**src/include/sprite_gpu_settings.svh**
```systemverilog
// Size and address constants of the sprite print engine.
// Include this in any module that needs screen, sprite or slot sizes;
// the include folder must be on the compiler's include path.

`ifndef SPRITE_GPU_SETTINGS_SVH
`define SPRITE_GPU_SETTINGS_SVH

//////////////////////////////////////////////////////////////////////
// screen geometry
//////////////////////////////////////////////////////////////////////
`define SCREEN_W 640 // visible columns of the display.
`define SCREEN_H 480 // visible rows of the display.

//////////////////////////////////////////////////////////////////////
// sprites
//////////////////////////////////////////////////////////////////////
`define SPRITE_W 20 // sprite width, also the number of addresses per line.
`define SPRITE_H 20 // sprite height in rows.
`define NUM_SPRITES 8 // number of sprite slots in the register bank.

// memory word that holds the background colour.
`define BG_ADDR 115200

`endif

```
**src/verilog/sprite_gpu_pkg.sv**
```systemverilog
// Shared types of the sprite print engine.
// Every RTL module pulls these in with a wildcard import in its header.

`default_nettype none

package sprite_gpu_pkg;

	typedef logic [9:0] coord_x_t; // screen column, 0 to 639 when visible.
	typedef logic [8:0] coord_y_t; // screen row, 0 to 479 when visible.
	typedef logic [7:0] sprite_offset_t; // which bitmap in sprite memory.
	typedef logic [16:0] mem_addr_t; // pixel memory address.
	typedef logic [2:0] slot_index_t; // sprite slot number.

	// states of the per-pixel print controller.
	typedef enum logic [1:0] {
		RECEIVE = 2'd0, // waiting for a pixel.
		PROCESS = 2'd1, // bounds and hit are known, choose the output.
		SPRITE = 2'd2, // line counter is emitting a sprite line.
		BACKGROUND = 2'd3 // single background address is offered.
	} print_state_t;

endpackage

`default_nettype wire

```
**src/verilog/sprite_reg_loader.sv**
```systemverilog
// Write port of the sprite slot bank.
// Buffers one slot write and releases it as a one-hot strobe only while
// the print controller is idle, so a pixel in flight sees a stable bank.

`timescale 1ns/1ps
`default_nettype none

`include "sprite_gpu_settings.svh"

module sprite_reg_loader import sprite_gpu_pkg::*; (
	input wire logic clk,
	input wire logic reset,
	input wire logic wr_valid,
	output logic wr_ready,
	input wire slot_index_t wr_slot,
	input wire coord_x_t wr_x,
	input wire coord_y_t wr_y,
	input wire sprite_offset_t wr_offset,
	input wire logic wr_enable,
	input wire logic idle,
	output logic [`NUM_SPRITES-1:0] slot_we,
	output coord_x_t slot_x,
	output coord_y_t slot_y,
	output sprite_offset_t slot_offset,
	output logic slot_enable
);

	logic pend_q; // a write is buffered and not yet applied.
	slot_index_t slot_q; // target slot of the buffered write.
	logic accept; // write handshake completes this cycle.
	logic apply; // buffered write reaches the bank this cycle.

	assign wr_ready = !pend_q; // one write deep, so ready means empty.
	assign accept = wr_valid && wr_ready;
	assign apply = pend_q && idle; // the bank only changes between pixels.

	always_ff @(posedge clk or negedge reset) begin
		if (!reset) begin
			pend_q <= 1'b0;
		end else if (accept) begin
			pend_q <= 1'b1;
		end else if (apply) begin
			pend_q <= 1'b0; // released to the slots this cycle.
		end
	end

	// write data is only looked at while pend_q is set.
	always_ff @(posedge clk) begin
		if (accept) begin
			slot_q <= wr_slot;
			slot_x <= wr_x;
			slot_y <= wr_y;
			slot_offset <= wr_offset;
			slot_enable <= wr_enable; // low here turns the slot off.
		end
	end

	assign slot_we = apply ? (`NUM_SPRITES'(1) << slot_q) : '0; // decode to one strobe.

	// an offered write stays offered and unchanged until it is taken.
	a_wr_hold: assert property (@(posedge clk) disable iff (!reset)
		(wr_valid && !wr_ready) |=> (wr_valid && $stable(wr_slot) && $stable(wr_x)
			&& $stable(wr_y) && $stable(wr_offset) && $stable(wr_enable)));

endmodule

`default_nettype wire

```
**src/verilog/sprite_slot.sv**
```systemverilog
// One sprite slot of the register bank.
// Holds position, bitmap offset and enable of a sprite and tells, without
// a clock, whether it covers the check coordinate and where that row of
// the sprite starts in memory.

`timescale 1ns/1ps
`default_nettype none

`include "sprite_gpu_settings.svh"

module sprite_slot import sprite_gpu_pkg::*; (
	input wire logic clk,
	input wire logic reset,
	input wire logic we,
	input wire coord_x_t slot_x,
	input wire coord_y_t slot_y,
	input wire sprite_offset_t slot_offset,
	input wire logic slot_enable,
	input wire coord_x_t check_x,
	input wire coord_y_t check_y,
	output logic hit,
	output mem_addr_t line_base
);

	coord_x_t x_q; // left column of the sprite.
	coord_y_t y_q; // top row of the sprite.
	sprite_offset_t offset_q; // bitmap number in sprite memory.
	logic en_q; // slot takes part in the hit test.
	logic [10:0] x_end; // first column right of the sprite.
	logic [9:0] y_end; // first row below the sprite.
	logic in_x; // check column lies inside the sprite.
	logic in_y; // check row lies inside the sprite.
	coord_y_t row; // row inside the sprite, valid on a hit.

	always_ff @(posedge clk or negedge reset) begin
		if (!reset) begin
			en_q <= 1'b0; // all slots start out empty.
		end else if (we) begin
			en_q <= slot_enable;
		end
	end

	always_ff @(posedge clk) begin
		if (we) begin
			x_q <= slot_x;
			y_q <= slot_y;
			offset_q <= slot_offset;
		end
	end

	// the end points get one extra bit so a sprite at the far edge cannot wrap.
	assign x_end = {1'b0, x_q} + 11'(`SPRITE_W);
	assign y_end = {1'b0, y_q} + 10'(`SPRITE_H);

	assign in_x = (check_x >= x_q) && ({1'b0, check_x} < x_end);
	assign in_y = (check_y >= y_q) && ({1'b0, check_y} < y_end);
	assign hit = en_q && in_x && in_y;

	assign row = check_y - y_q; // meaningless when there is no hit.

	// each bitmap is SPRITE_W x SPRITE_H words stored row after row.
	assign line_base = mem_addr_t'(offset_q) * mem_addr_t'(`SPRITE_W * `SPRITE_H)
		+ mem_addr_t'(row) * mem_addr_t'(`SPRITE_W);

endmodule

`default_nettype wire

```
**src/verilog/sprite_hit_select.sv**
```systemverilog
// Picks the sprite that is drawn for the current check coordinate.
// The lowest-numbered covering slot wins, so it lies in front, and the
// choice is registered once for the print controller.

`timescale 1ns/1ps
`default_nettype none

`include "sprite_gpu_settings.svh"

module sprite_hit_select import sprite_gpu_pkg::*; (
	input wire logic clk,
	input wire logic reset,
	input wire logic [`NUM_SPRITES-1:0] hit,
	input wire mem_addr_t [`NUM_SPRITES-1:0] line_base,
	output logic any_hit,
	output mem_addr_t hit_base
);

	logic sel_hit; // some slot covers the coordinate.
	mem_addr_t sel_base; // line base of the front slot.

	// scanning down from the top leaves the lowest hit in place.
	always_comb begin
		sel_hit = 1'b0;
		sel_base = line_base[0];
		for (int i = `NUM_SPRITES - 1; i >= 0; i--) begin
			if (hit[i]) begin
				sel_hit = 1'b1;
				sel_base = line_base[i];
			end
		end
	end

	always_ff @(posedge clk or negedge reset) begin
		if (!reset) begin
			any_hit <= 1'b0;
		end else begin
			any_hit <= sel_hit;
		end
	end

	always_ff @(posedge clk) begin
		hit_base <= sel_base; // only used together with any_hit.
	end

endmodule

`default_nettype wire

```
**src/verilog/pixel_print_fsm.sv**
```systemverilog
// Per-pixel print controller.
// Takes one pixel coordinate at a time, asks the slot bank about it and
// then either starts a sprite line, offers the background address or
// drops the pixel when it is off screen. pixel_ready returns at the end.

`timescale 1ns/1ps
`default_nettype none

`include "sprite_gpu_settings.svh"

module pixel_print_fsm import sprite_gpu_pkg::*; (
	input wire logic clk,
	input wire logic reset,
	input wire logic pixel_valid,
	output logic pixel_ready,
	input wire coord_x_t pixel_x,
	input wire coord_y_t pixel_y,
	output coord_x_t check_x,
	output coord_y_t check_y,
	input wire logic any_hit,
	input wire mem_addr_t hit_base,
	output logic line_start,
	output mem_addr_t line_base,
	input wire logic line_done,
	output logic bg_valid,
	input wire logic addr_ready,
	output logic idle
);

	print_state_t state; // current controller state.
	print_state_t next_state; // state after this edge.
	coord_x_t px_q; // column of the pixel being printed.
	coord_y_t py_q; // row of the pixel being printed.
	logic accept; // pixel handshake completes this cycle.
	logic on_screen; // held pixel lies in the visible area.

	assign pixel_ready = (state == RECEIVE);
	assign idle = (state == RECEIVE); // the slot bank may change now.
	assign accept = pixel_valid && pixel_ready;

	//////////////////////////////////////////////////////////////////////
	// coordinate register
	//////////////////////////////////////////////////////////////////////
	always_ff @(posedge clk) begin
		if (accept) begin
			px_q <= pixel_x;
			py_q <= pixel_y;
		end
	end

	// while waiting the slots see the offered pixel, so the selector has
	// its result registered by the time PROCESS is reached.
	assign check_x = (state == RECEIVE) ? pixel_x : px_q;
	assign check_y = (state == RECEIVE) ? pixel_y : py_q;

	assign on_screen = (px_q < 10'(`SCREEN_W)) && (py_q < 9'(`SCREEN_H));

	//////////////////////////////////////////////////////////////////////
	// state machine
	//////////////////////////////////////////////////////////////////////
	always_ff @(posedge clk or negedge reset) begin
		if (!reset) begin
			state <= RECEIVE;
		end else begin
			state <= next_state;
		end
	end

	always_comb begin
		next_state = state;
		case (state)
			RECEIVE: begin
				if (accept) next_state = PROCESS;
			end
			PROCESS: begin
				if (!on_screen) begin
					next_state = RECEIVE; // off screen pixels are dropped.
				end else if (any_hit) begin
					next_state = SPRITE;
				end else begin
					next_state = BACKGROUND;
				end
			end
			SPRITE: begin
				if (line_done) next_state = RECEIVE; // last address went out.
			end
			BACKGROUND: begin
				if (addr_ready) next_state = RECEIVE; // the one address is taken.
			end
			default: next_state = RECEIVE;
		endcase
	end

	assign line_start = (state == PROCESS) && on_screen && any_hit; // one cycle pulse.
	assign line_base = hit_base;
	assign bg_valid = (state == BACKGROUND);

	// the counter only ends a line while the controller waits for it in SPRITE.
	a_line_done_in_sprite: assert property (@(posedge clk) disable iff (!reset)
		line_done |-> (state == SPRITE));

endmodule

`default_nettype wire

```
**src/verilog/sprite_line_counter.sv**
```systemverilog
// Drives the address stream of the engine.
// On line_start it counts out SPRITE_W rising addresses from the line base,
// one per accepted transfer; otherwise it offers BG_ADDR while bg_valid
// is high.

`timescale 1ns/1ps
`default_nettype none

`include "sprite_gpu_settings.svh"

module sprite_line_counter import sprite_gpu_pkg::*; (
	input wire logic clk,
	input wire logic reset,
	input wire logic line_start,
	input wire mem_addr_t line_base,
	input wire logic bg_valid,
	output logic addr_valid,
	output mem_addr_t addr,
	input wire logic addr_ready,
	output logic line_done
);

	localparam int CNT_W = $clog2(`SPRITE_W); // wide enough for SPRITE_W - 1.

	logic counting_q; // a sprite line is being emitted.
	logic [CNT_W-1:0] cnt_q; // transfers of this line so far.
	mem_addr_t cur_q; // address currently offered.
	logic xfer; // a sprite address is taken this cycle.
	logic last; // the offered address ends the line.

	assign xfer = counting_q && addr_ready;
	assign last = (cnt_q == CNT_W'(`SPRITE_W - 1));
	assign line_done = xfer && last; // pulses with the final transfer.

	always_ff @(posedge clk or negedge reset) begin
		if (!reset) begin
			counting_q <= 1'b0;
			cnt_q <= '0;
		end else if (line_start) begin
			counting_q <= 1'b1;
			cnt_q <= '0;
		end else if (xfer) begin
			counting_q <= !last; // stop after SPRITE_W transfers.
			cnt_q <= cnt_q + 1'b1;
		end
	end

	// nothing moves without a transfer, so addr holds under back-pressure.
	always_ff @(posedge clk) begin
		if (line_start) begin
			cur_q <= line_base;
		end else if (xfer) begin
			cur_q <= cur_q + 1'b1;
		end
	end

	assign addr_valid = counting_q || bg_valid;
	assign addr = counting_q ? cur_q : mem_addr_t'(`BG_ADDR);

	a_addr_hold: assert property (@(posedge clk) disable iff (!reset)
		(addr_valid && !addr_ready) |=> (addr_valid && $stable(addr)));

endmodule

`default_nettype wire

```
**src/verilog/sprite_gpu_top.sv**
```systemverilog
// Top level of the sprite print engine.
// Pixel coordinates and slot writes come in, memory addresses of sprite
// lines or of the background colour go out, all on valid/ready streams.

`timescale 1ns/1ps
`default_nettype none

`include "sprite_gpu_settings.svh"

module sprite_gpu_top import sprite_gpu_pkg::*; (
	input wire logic clk,
	input wire logic reset,
	input wire logic pixel_valid,
	output logic pixel_ready,
	input wire coord_x_t pixel_x,
	input wire coord_y_t pixel_y,
	input wire logic wr_valid,
	output logic wr_ready,
	input wire slot_index_t wr_slot,
	input wire coord_x_t wr_x,
	input wire coord_y_t wr_y,
	input wire sprite_offset_t wr_offset,
	input wire logic wr_enable,
	output logic addr_valid,
	input wire logic addr_ready,
	output mem_addr_t addr
);

	logic [`NUM_SPRITES-1:0] slot_we; // one write strobe per slot.
	coord_x_t slot_x; // shared write data for the slots.
	coord_y_t slot_y;
	sprite_offset_t slot_offset;
	logic slot_enable;
	coord_x_t check_x; // coordinate under test in every slot.
	coord_y_t check_y;
	logic [`NUM_SPRITES-1:0] slot_hit;
	mem_addr_t [`NUM_SPRITES-1:0] slot_line_base;
	logic any_hit; // registered selector result.
	mem_addr_t hit_base;
	logic line_start; // controller to counter.
	mem_addr_t line_base;
	logic line_done;
	logic bg_valid;
	logic idle; // controller is between pixels.

	sprite_reg_loader sprite_reg_loader_inst (
		.clk(clk), .reset(reset),
		.wr_valid(wr_valid), .wr_ready(wr_ready), .wr_slot(wr_slot),
		.wr_x(wr_x), .wr_y(wr_y), .wr_offset(wr_offset), .wr_enable(wr_enable),
		.idle(idle), .slot_we(slot_we),
		.slot_x(slot_x), .slot_y(slot_y), .slot_offset(slot_offset),
		.slot_enable(slot_enable)
	);

	for (genvar i = 0; i < `NUM_SPRITES; i++) begin : g_slot
		sprite_slot sprite_slot_inst (
			.clk(clk), .reset(reset), .we(slot_we[i]),
			.slot_x(slot_x), .slot_y(slot_y), .slot_offset(slot_offset),
			.slot_enable(slot_enable), .check_x(check_x), .check_y(check_y),
			.hit(slot_hit[i]), .line_base(slot_line_base[i])
		);
	end

	sprite_hit_select sprite_hit_select_inst (
		.clk(clk), .reset(reset), .hit(slot_hit), .line_base(slot_line_base),
		.any_hit(any_hit), .hit_base(hit_base)
	);

	pixel_print_fsm pixel_print_fsm_inst (
		.clk(clk), .reset(reset),
		.pixel_valid(pixel_valid), .pixel_ready(pixel_ready),
		.pixel_x(pixel_x), .pixel_y(pixel_y),
		.check_x(check_x), .check_y(check_y),
		.any_hit(any_hit), .hit_base(hit_base),
		.line_start(line_start), .line_base(line_base), .line_done(line_done),
		.bg_valid(bg_valid), .addr_ready(addr_ready), .idle(idle)
	);

	sprite_line_counter sprite_line_counter_inst (
		.clk(clk), .reset(reset),
		.line_start(line_start), .line_base(line_base), .bg_valid(bg_valid),
		.addr_valid(addr_valid), .addr(addr), .addr_ready(addr_ready),
		.line_done(line_done)
	);

endmodule

`default_nettype wire

```
**config.mk**
```make
export PLATFORM = sky130hd
export DESIGN_NAME = sprite_gpu_top
export DESIGN_NICKNAME = d
export VERILOG_FILES = /design/src/verilog/sprite_gpu_pkg.sv /design/src/verilog/sprite_reg_loader.sv /design/src/verilog/sprite_slot.sv /design/src/verilog/sprite_hit_select.sv /design/src/verilog/pixel_print_fsm.sv /design/src/verilog/sprite_line_counter.sv /design/src/verilog/sprite_gpu_top.sv
export VERILOG_INCLUDE_DIRS = /design/src /design/src/include
export SDC_FILE = /design/constraint.sdc
export NUM_CORES = 1
export LEC_CHECK = 0
export BUFFER_PORTS_ARGS = -buffer_cell sky130_fd_sc_hd__buf_2
export CAP_MARGIN = 20
export CORE_MARGIN = 5
export CORE_UTILIZATION = 45
export CTS_BUF_LIST = sky130_fd_sc_hd__clkbuf_8
export DETAILED_ROUTE_END_ITERATION = 10
export GPL_TIMING_DRIVEN = 1
export SYNTH_ARGS = -nofsm -noshare
export SYNTH_HDL_FRONTEND = slang
export SYNTH_SLANG_ARGS = --single-unit
```
**constraint.sdc**
```tcl
create_clock -name clk -period 11.4 [get_ports clk]
set_input_delay 0.57 -clock clk [delete_from_list [all_inputs] [get_ports clk]]
set_output_delay 0.57 -clock clk [all_outputs]
set_load 0.01 [all_outputs]
```
# Word-level counts from Yosys, hierarchy flattened

Index checks and enable logic that the tools add are counted.
Widths: inputs -> output; s select.

Output and inout bits: 20
Register bits after elaboration: 318
Input port bits: 55

Multiplexer cells: 34
Magnitude comparators: 34
Equality and inequality tests: 7
Shift operators: 1
Multipliers: 16
Add/subtract/negate cells: 34
Reduce and logical (&&, ||, !) cells: 47

Operators with widths:

| cell                  | count |
|---|---|
| $mux 17               | 11 |
| $add 17x14->17        | 8 |
| $mul 8x5->13 const B  | 8 |
| $mul 9x3->12 const B  | 8 |
| $add 10x5->11 const B | 8 |
| $lt 10x11->1          | 8 |
| $add 9x5->10 const B  | 8 |
| $ge 10x10->1          | 8 |
| $lt 9x10->1           | 8 |
| $ge 9x9->1            | 8 |
| $sub 9x9->9           | 8 |
| $logic_and 1x1->1     | 40 |
| $add 17x1->17 const B | 1 |
| $mux 1                | 13 |
| $lt 10x10->1 const B  | 1 |
| $mux 10               | 1 |
| $mux 5                | 2 |
| $lt 9x9->1 const B    | 1 |
| $mux 9                | 1 |
| $mux 2                | 4 |
| $mux 8                | 1 |
| $pmux 2 s4            | 1 |
| $shl 1x3->8 const A   | 1 |
| $ne 2x2->1 const B    | 3 |
| 9 further kinds       | 12 |

# Logic depth before layout (Yosys ltp)

Depth after elaboration: 14
Depth in mapped cells: 30
Gate-level depth less buffers: 29

# By module

Synthesis repeated with hierarchy kept, for this count alone.

Cells, all modules: 3415
Area, all modules: 33762.4 um2

Modules (own cells, without submodules):

| module                                        | area an instance (um2) | cells each | instances |
|---|---|---|---|
| sprite_slot at g_slot[0].sprite_slot_inst ... | 3587.2                 | 368        | 3 |
| sprite_slot at g_slot[5].sprite_slot_inst ... | 3560.9                 | 368        | 3 |
| sprite_slot at g_slot[4].sprite_slot_inst     | 3589.7                 | 369        | 1 |
| sprite_slot at g_slot[2].sprite_slot_inst     | 3567.2                 | 368        | 1 |
| sprite_hit_select                             | 1575.3                 | 201        | 1 |
| sprite_line_counter                           | 1412.6                 | 147        | 1 |
| pixel_print_fsm                               | 1138.6                 | 74         | 1 |
| sprite_reg_loader                             | 1034.7                 | 48         | 1 |

# Least setup slack after synthesis

No wires, ideal clock.

Path kind: flip-flop to flip-flop
Start: reg pixel_print_fsm_inst.state[1]
End: reg sprite_hit_select_inst.hit_base[15]
Setup time: 0.095 ns
Period minus slack after synthesis: 6.704 ns
Slack: 4.696 ns
Buffers on the path: 1
Cell stages (with the launch flop): 27
Arrival time: 6.608 ns
Path through: dfrtp_1 -> nor2_1 -> clkbuf_1 -> mux2i_1 -> ha_1 -> inv_1 -> fa_1 -> a21o_1 -> a21oi_1 -> xnor2_1 -> ha_1 -> ha_1 -> a21o_1 -> a21oi_1 -> o21bai_1 -> a21oi_1 -> xnor2_1 -> ha_1 -> a21oi_1 -> a21boi_1 -> a2111oi_2 -> nor2_1 -> and3_1 -> or4_1 -> a21oi_1 -> o22ai_1 -> a221oi_1

Longest elaborated chain between the ends: 14
Elaborated cells between the ends (all ways): 99
Classes of those cells: add/sub (16); mul (8); order compare (32); mux (10); reduce/logical (33)

Ends and longest elaborated chain:

| element                                                                 | RTL line                | source |
|---|---|---|
| start: declaration                                                      | pixel_print_fsm.sv:30   | `print_state_t state;` |
| start signal: assignment                                                | pixel_print_fsm.sv:65   | `state <= next_state;` |
| $logic_not 2->1 *                                                       | --                      |  |
| via pixel_ready                                                         | sprite_gpu_top.sv:14    | `output logic pixel_ready,` |
| parallel branches: the longest is 12 deep, another holds $add 17x14->17 | --                      |  |
| $mux 17 *                                                               | sprite_hit_select.sv:27 | `if (hit[i]) begin` |
| via sprite_hit_select_inst.sel_base[15]                                 | sprite_hit_select.sv:20 | `mem_addr_t sel_base;` |
| end signal: assignment                                                  | sprite_hit_select.sv:43 | `hit_base <= sel_base;` |
| end: declaration                                                        | sprite_hit_select.sv:16 | `output mem_addr_t hit_base` |

Mark *: on every way through the listed nets, which the timed path passes.
A chain may end at the register's enable or synchronous reset.

# Final worst setup path

Start: reg pixel_print_fsm_inst.state[1]
End: reg sprite_hit_select_inst.hit_base[15]

Longest elaborated chain between the ends: 14
Elaborated cells between the ends (all ways): 99
Classes of those cells: add/sub (16); mul (8); order compare (32); mux (10); reduce/logical (33)

Ends and longest elaborated chain:

| element                                                                 | RTL line |
|---|---|
| $logic_not 2->1 *                                                       | pixel_print_fsm.sv:53, pixel_print_fsm.sv:54 |
| parallel branches: the longest is 12 deep, another holds $add 17x14->17 | -- |
| $mux 17 *                                                               | sprite_hit_select.sv:27 |
| via sprite_hit_select_inst.sel_base[15]                                 | sprite_hit_select.sv:20 |

Marked as above.

==> flow_metrics.env <==
export IMPL_skew_ns=0.03161
export IMPL_hold_class="input pin to flip-flop"
export IMPL_nets=4303
export IMPL_timing_rr_end="sprite_hit_select_inst.hit_base[15]$_DFF_P_"
export IMPL_syn_avg_cell_area_um2=9.808
export IMPL_outcome="finished clean"
export IMPL_fp_dieH_um=280.5
export IMPL_synth_seq_cells=316
export IMPL_final_cell_mix="ha_1, inv_1, edfxtp_1"
export IMPL_syn_cell_area_um2=32930
export IMPL_hold_violations=0
export IMPL_synth_top_cell_area_share_pct=26.94
export IMPL_busiest_layer="met2"
export IMPL_fin_crit_ns=6.803
export IMPL_dp_cells=4389
export IMPL_synthArstFlopShare_pct=5.696
export IMPL_antenna_found_initial=5
export IMPL_synth_edf_count=283
export IMPL_die_width_um=280.5
export IMPL_cp_max_fo=24
export IMPL_worst_pin_slew_ns=0.9484
export IMPL_drt_total_wl_um=85680
export IMPL_synthFlopType="edfxtp_1"
export IMPL_cts_tree="built"
export IMPL_whs_ns=0.06193
export IMPL_placementRows=99
export IMPL_final_common_cell="ha_1"
export IMPL_drive_gt1_share_pct=6.979
export IMPL_finalCritPeriodShare_pct=59.68
export IMPL_arrival_ns=7.38
export IMPL_hold_end="sprite_reg_loader_inst.slot_offset[0]$_DFFE_PP_"
export IMPL_fill_cells=6815
export IMPL_drv_cap=0
export IMPL_numClockSinks=316
export IMPL_routabilityCongestion=0.9085
export IMPL_holdPathStages=1
export IMPL_ys_types=87
export IMPL_rsz0062_at_grt="no"
export IMPL_drt_iter0_drc=1432
export IMPL_ys_warn_count=0
export IMPL_fin_tns_setup_ns=0
export IMPL_ioPinCount=75
export IMPL_min_from="wr_offset[0]"
export IMPL_reg2reg_from="pixel_print_fsm_inst.state[1]$_DFFE_PN0P_"
export IMPL_critPathLaunchType="flip-flop"
export IMPL_maxSlewHeadroom_pct=36.59
export IMPL_crit_required_ns=11.98
export IMPL_track_usage_pct=21.41
export IMPL_end_kind="flip-flop"
export IMPL_synth_seq_area_share_pct=28.09
export IMPL_core_area_um2=72710
export IMPL_r2r_setup_slack_ns=4.60
export IMPL_cts_resized=0
export IMPL_cts_root_buf="clkbuf_8"
export IMPL_final_cells=4500
export IMPL_design_area_um2=35860
export IMPL_die_area_um2=78680
export IMPL_ant_nets=0
export IMPL_synth_fp_nets=4169
export IMPL_clockBufferDepth=3
export IMPL_wire_per_inst_um=19.04
export IMPL_drc_errors=0
export IMPL_cts_made_buffers=58
export IMPL_io_buffers=74
export IMPL_crit_type="flip-flop to flip-flop"
export IMPL_first_global_vias=23670
export IMPL_use_met1_pct=31.37
export IMPL_drt_pass1_iter_count=7
export IMPL_ff2ff_path_depth=27
export IMPL_setup_viol=0
export IMPL_grt_overflow=0
export IMPL_synth_area_leaders="ha_1, edfxtp_1, xnor2_1"
export IMPL_grt_pass1_wl_um=133300
export IMPL_gr_usage_met3_pct=2.812
export IMPL_grt_max_degree=37
export IMPL_max_freq_mhz=147.0
export IMPL_start_util_pct=45.28
export IMPL_syn_to_final_growth_pct=8.904
export IMPL_clk_insertion_delay_late_ns=0.69
export IMPL_vias_per_cell=5.532
export IMPL_grt_use_met2_pct=33.78
export IMPL_placed_area_um2=34610
export IMPL_dp_hpwl_um=68800
export IMPL_drv_slew=0
export IMPL_dr_total_vias=24890
export IMPL_clkSlewWorstSetupHoldPaths_ns=0.08
export IMPL_synthCells=3357
export IMPL_synth_top_area_cell="ha_1"
export IMPL_cts_htree_levels=2
[cell type report]
type                            count  area [um^2]  area share, %
Antenna cell                        2        5.005        0.01396
Clock buffer                       62        853.3          2.380
Clock inverter                     46        380.4          1.061
Inverter                          392         1471          4.104
Multi-Input combinational cell   2625        22150          61.76
Sequential cell                   316         9249          25.79
Tap cell                          959         1200          3.346
Timing Repair Buffer               98        553.0          1.542
[per-stage QoR]
stage / setup slack (ns) / utilization [%]
finish: 4.597 / 49.31
global route: 4.096 / 49.31
CTS: 4.562 / 49.31
detailed placement: 4.594 / 47.60
global placement: 4.787 / 47.59
floorplan: 4.696 / -
[cell families after synthesis]
family / after synthesis / share of synthesized area (%)
AO/OA/AOI/OAI: 850 / 17.29
XOR/XNOR: 338 / 9.033
adder cells (fa/ha/maj): 757 / 29.86
buffers and inverters: 416 / 4.765
flip-flops: 316 / 28.09
multiplexers: 35 / 1.159
AND/OR/NAND/NOR: 645 / 9.797
[per-layer routing]
layer | vias up | routed length, um
met4 | 4 | 1934
li1 | 12630 | -
met2 | 555 | 37190
met3 | 115 | 4337
met1 | 11590 | 42190
met5 | - | 27
[worst max-delay path, stage by stage (launching register included)]
cell       delay [ns]
dfrtp_1          0.43
nor2_2           0.11
buf_4            0.29
mux2i_1          0.22
buf_4            0.22
ha_1             0.17
inv_1            0.04
fa_1             0.42
a21o_1           0.18
a21oi_1          0.30
xnor2_1          0.24
ha_1             0.33
ha_1             0.30
a21o_1           0.15
a21oi_1          0.21
o21bai_1         0.09
a21oi_1          0.23
xnor2_1          0.17
ha_1             0.30
a21oi_1          0.24
a21boi_1         0.15
a2111oi_2        0.49
nor2_1           0.11
and3_1           0.19
or4_1            0.55
a21oi_1          0.18
o22ai_1          0.08
a221oi_1         0.31
[state kept, by name, indices dropped and copies added, names as in the netlist, 2 cells and up]
| register | flops |
|---|---|
| g_slot.sprite_slot_inst.x_q | 80 |
| sprite_reg_loader_inst.slot_q | 3 |
| g_slot.sprite_slot_inst.offset_q | 64 |
| g_slot.sprite_slot_inst.en_q | 8 |
| pixel_print_fsm_inst.py_q | 9 |
| sprite_hit_select_inst.hit_base | 15 |
| sprite_reg_loader_inst.slot_y | 9 |
| sprite_reg_loader_inst.slot_offset | 8 |
| sprite_reg_loader_inst.slot_x | 10 |
| sprite_line_counter_inst.cnt_q | 5 |
| g_slot.sprite_slot_inst.y_q | 72 |
| pixel_print_fsm_inst.state | 2 |
| sprite_line_counter_inst.cur_q | 17 |
| pixel_print_fsm_inst.px_q | 10 |
[worst max-delay path by stage]
stage	start	endpoint	slack, ns	depth (start not counted)
global placement	pixel_print_fsm_inst.state[1]$_DFFE_PN0P_	sprite_hit_select_inst.hit_base[15]$_DFF_P_	4.79	27
CTS	pixel_print_fsm_inst.state[1]$_DFFE_PN0P_	sprite_hit_select_inst.hit_base[15]$_DFF_P_	4.56	27
finish	pixel_print_fsm_inst.state[1]$_DFFE_PN0P_	sprite_hit_select_inst.hit_base[15]$_DFF_P_	4.60	27
global route	pixel_print_fsm_inst.state[1]$_DFFE_PN0P_	sprite_hit_select_inst.hit_base[15]$_DFF_P_	4.10	27
detailed placement	pixel_print_fsm_inst.state[1]$_DFFE_PN0P_	sprite_hit_select_inst.hit_base[15]$_DFF_P_	4.59	27
floorplan	pixel_print_fsm_inst.state[1]$_DFFE_PN0P_	sprite_hit_select_inst.hit_base[15]$_DFF_P_	4.70	26
[Yosys cell counts (all sizes together), types with 14 or more instances]
master,instances
a211oi,38
a21o,78
a21oi,192
a221oi,18
a31oi,17
and2,26
and3,18
clkbuf,18
dfrtp,18
dfxtp,15
edfxtp,283
fa,48
ha,709
inv,392
mux2,25
nand2,98
nand2b,40
nand3,57
nand4,29
nor2,188
nor2b,59
nor3,70
nor4,14
o2111ai,27
o211ai,28
o21a,64
o21ai,185
o21bai,41
o22ai,16
o31ai,14
xnor2,253
xor2,84
[what timing repair did]
item / in CTS / in global routing
hold buffers: 1 / 0
endpoints found under the hold margin: 18 / 0
setup buffers: 0 / 0
endpoints found under the setup margin: 0 / 0
Power is left out: the tool's default activity adds up to more than one toggle a clock period on the data nets, which glitch-free logic cannot reach.
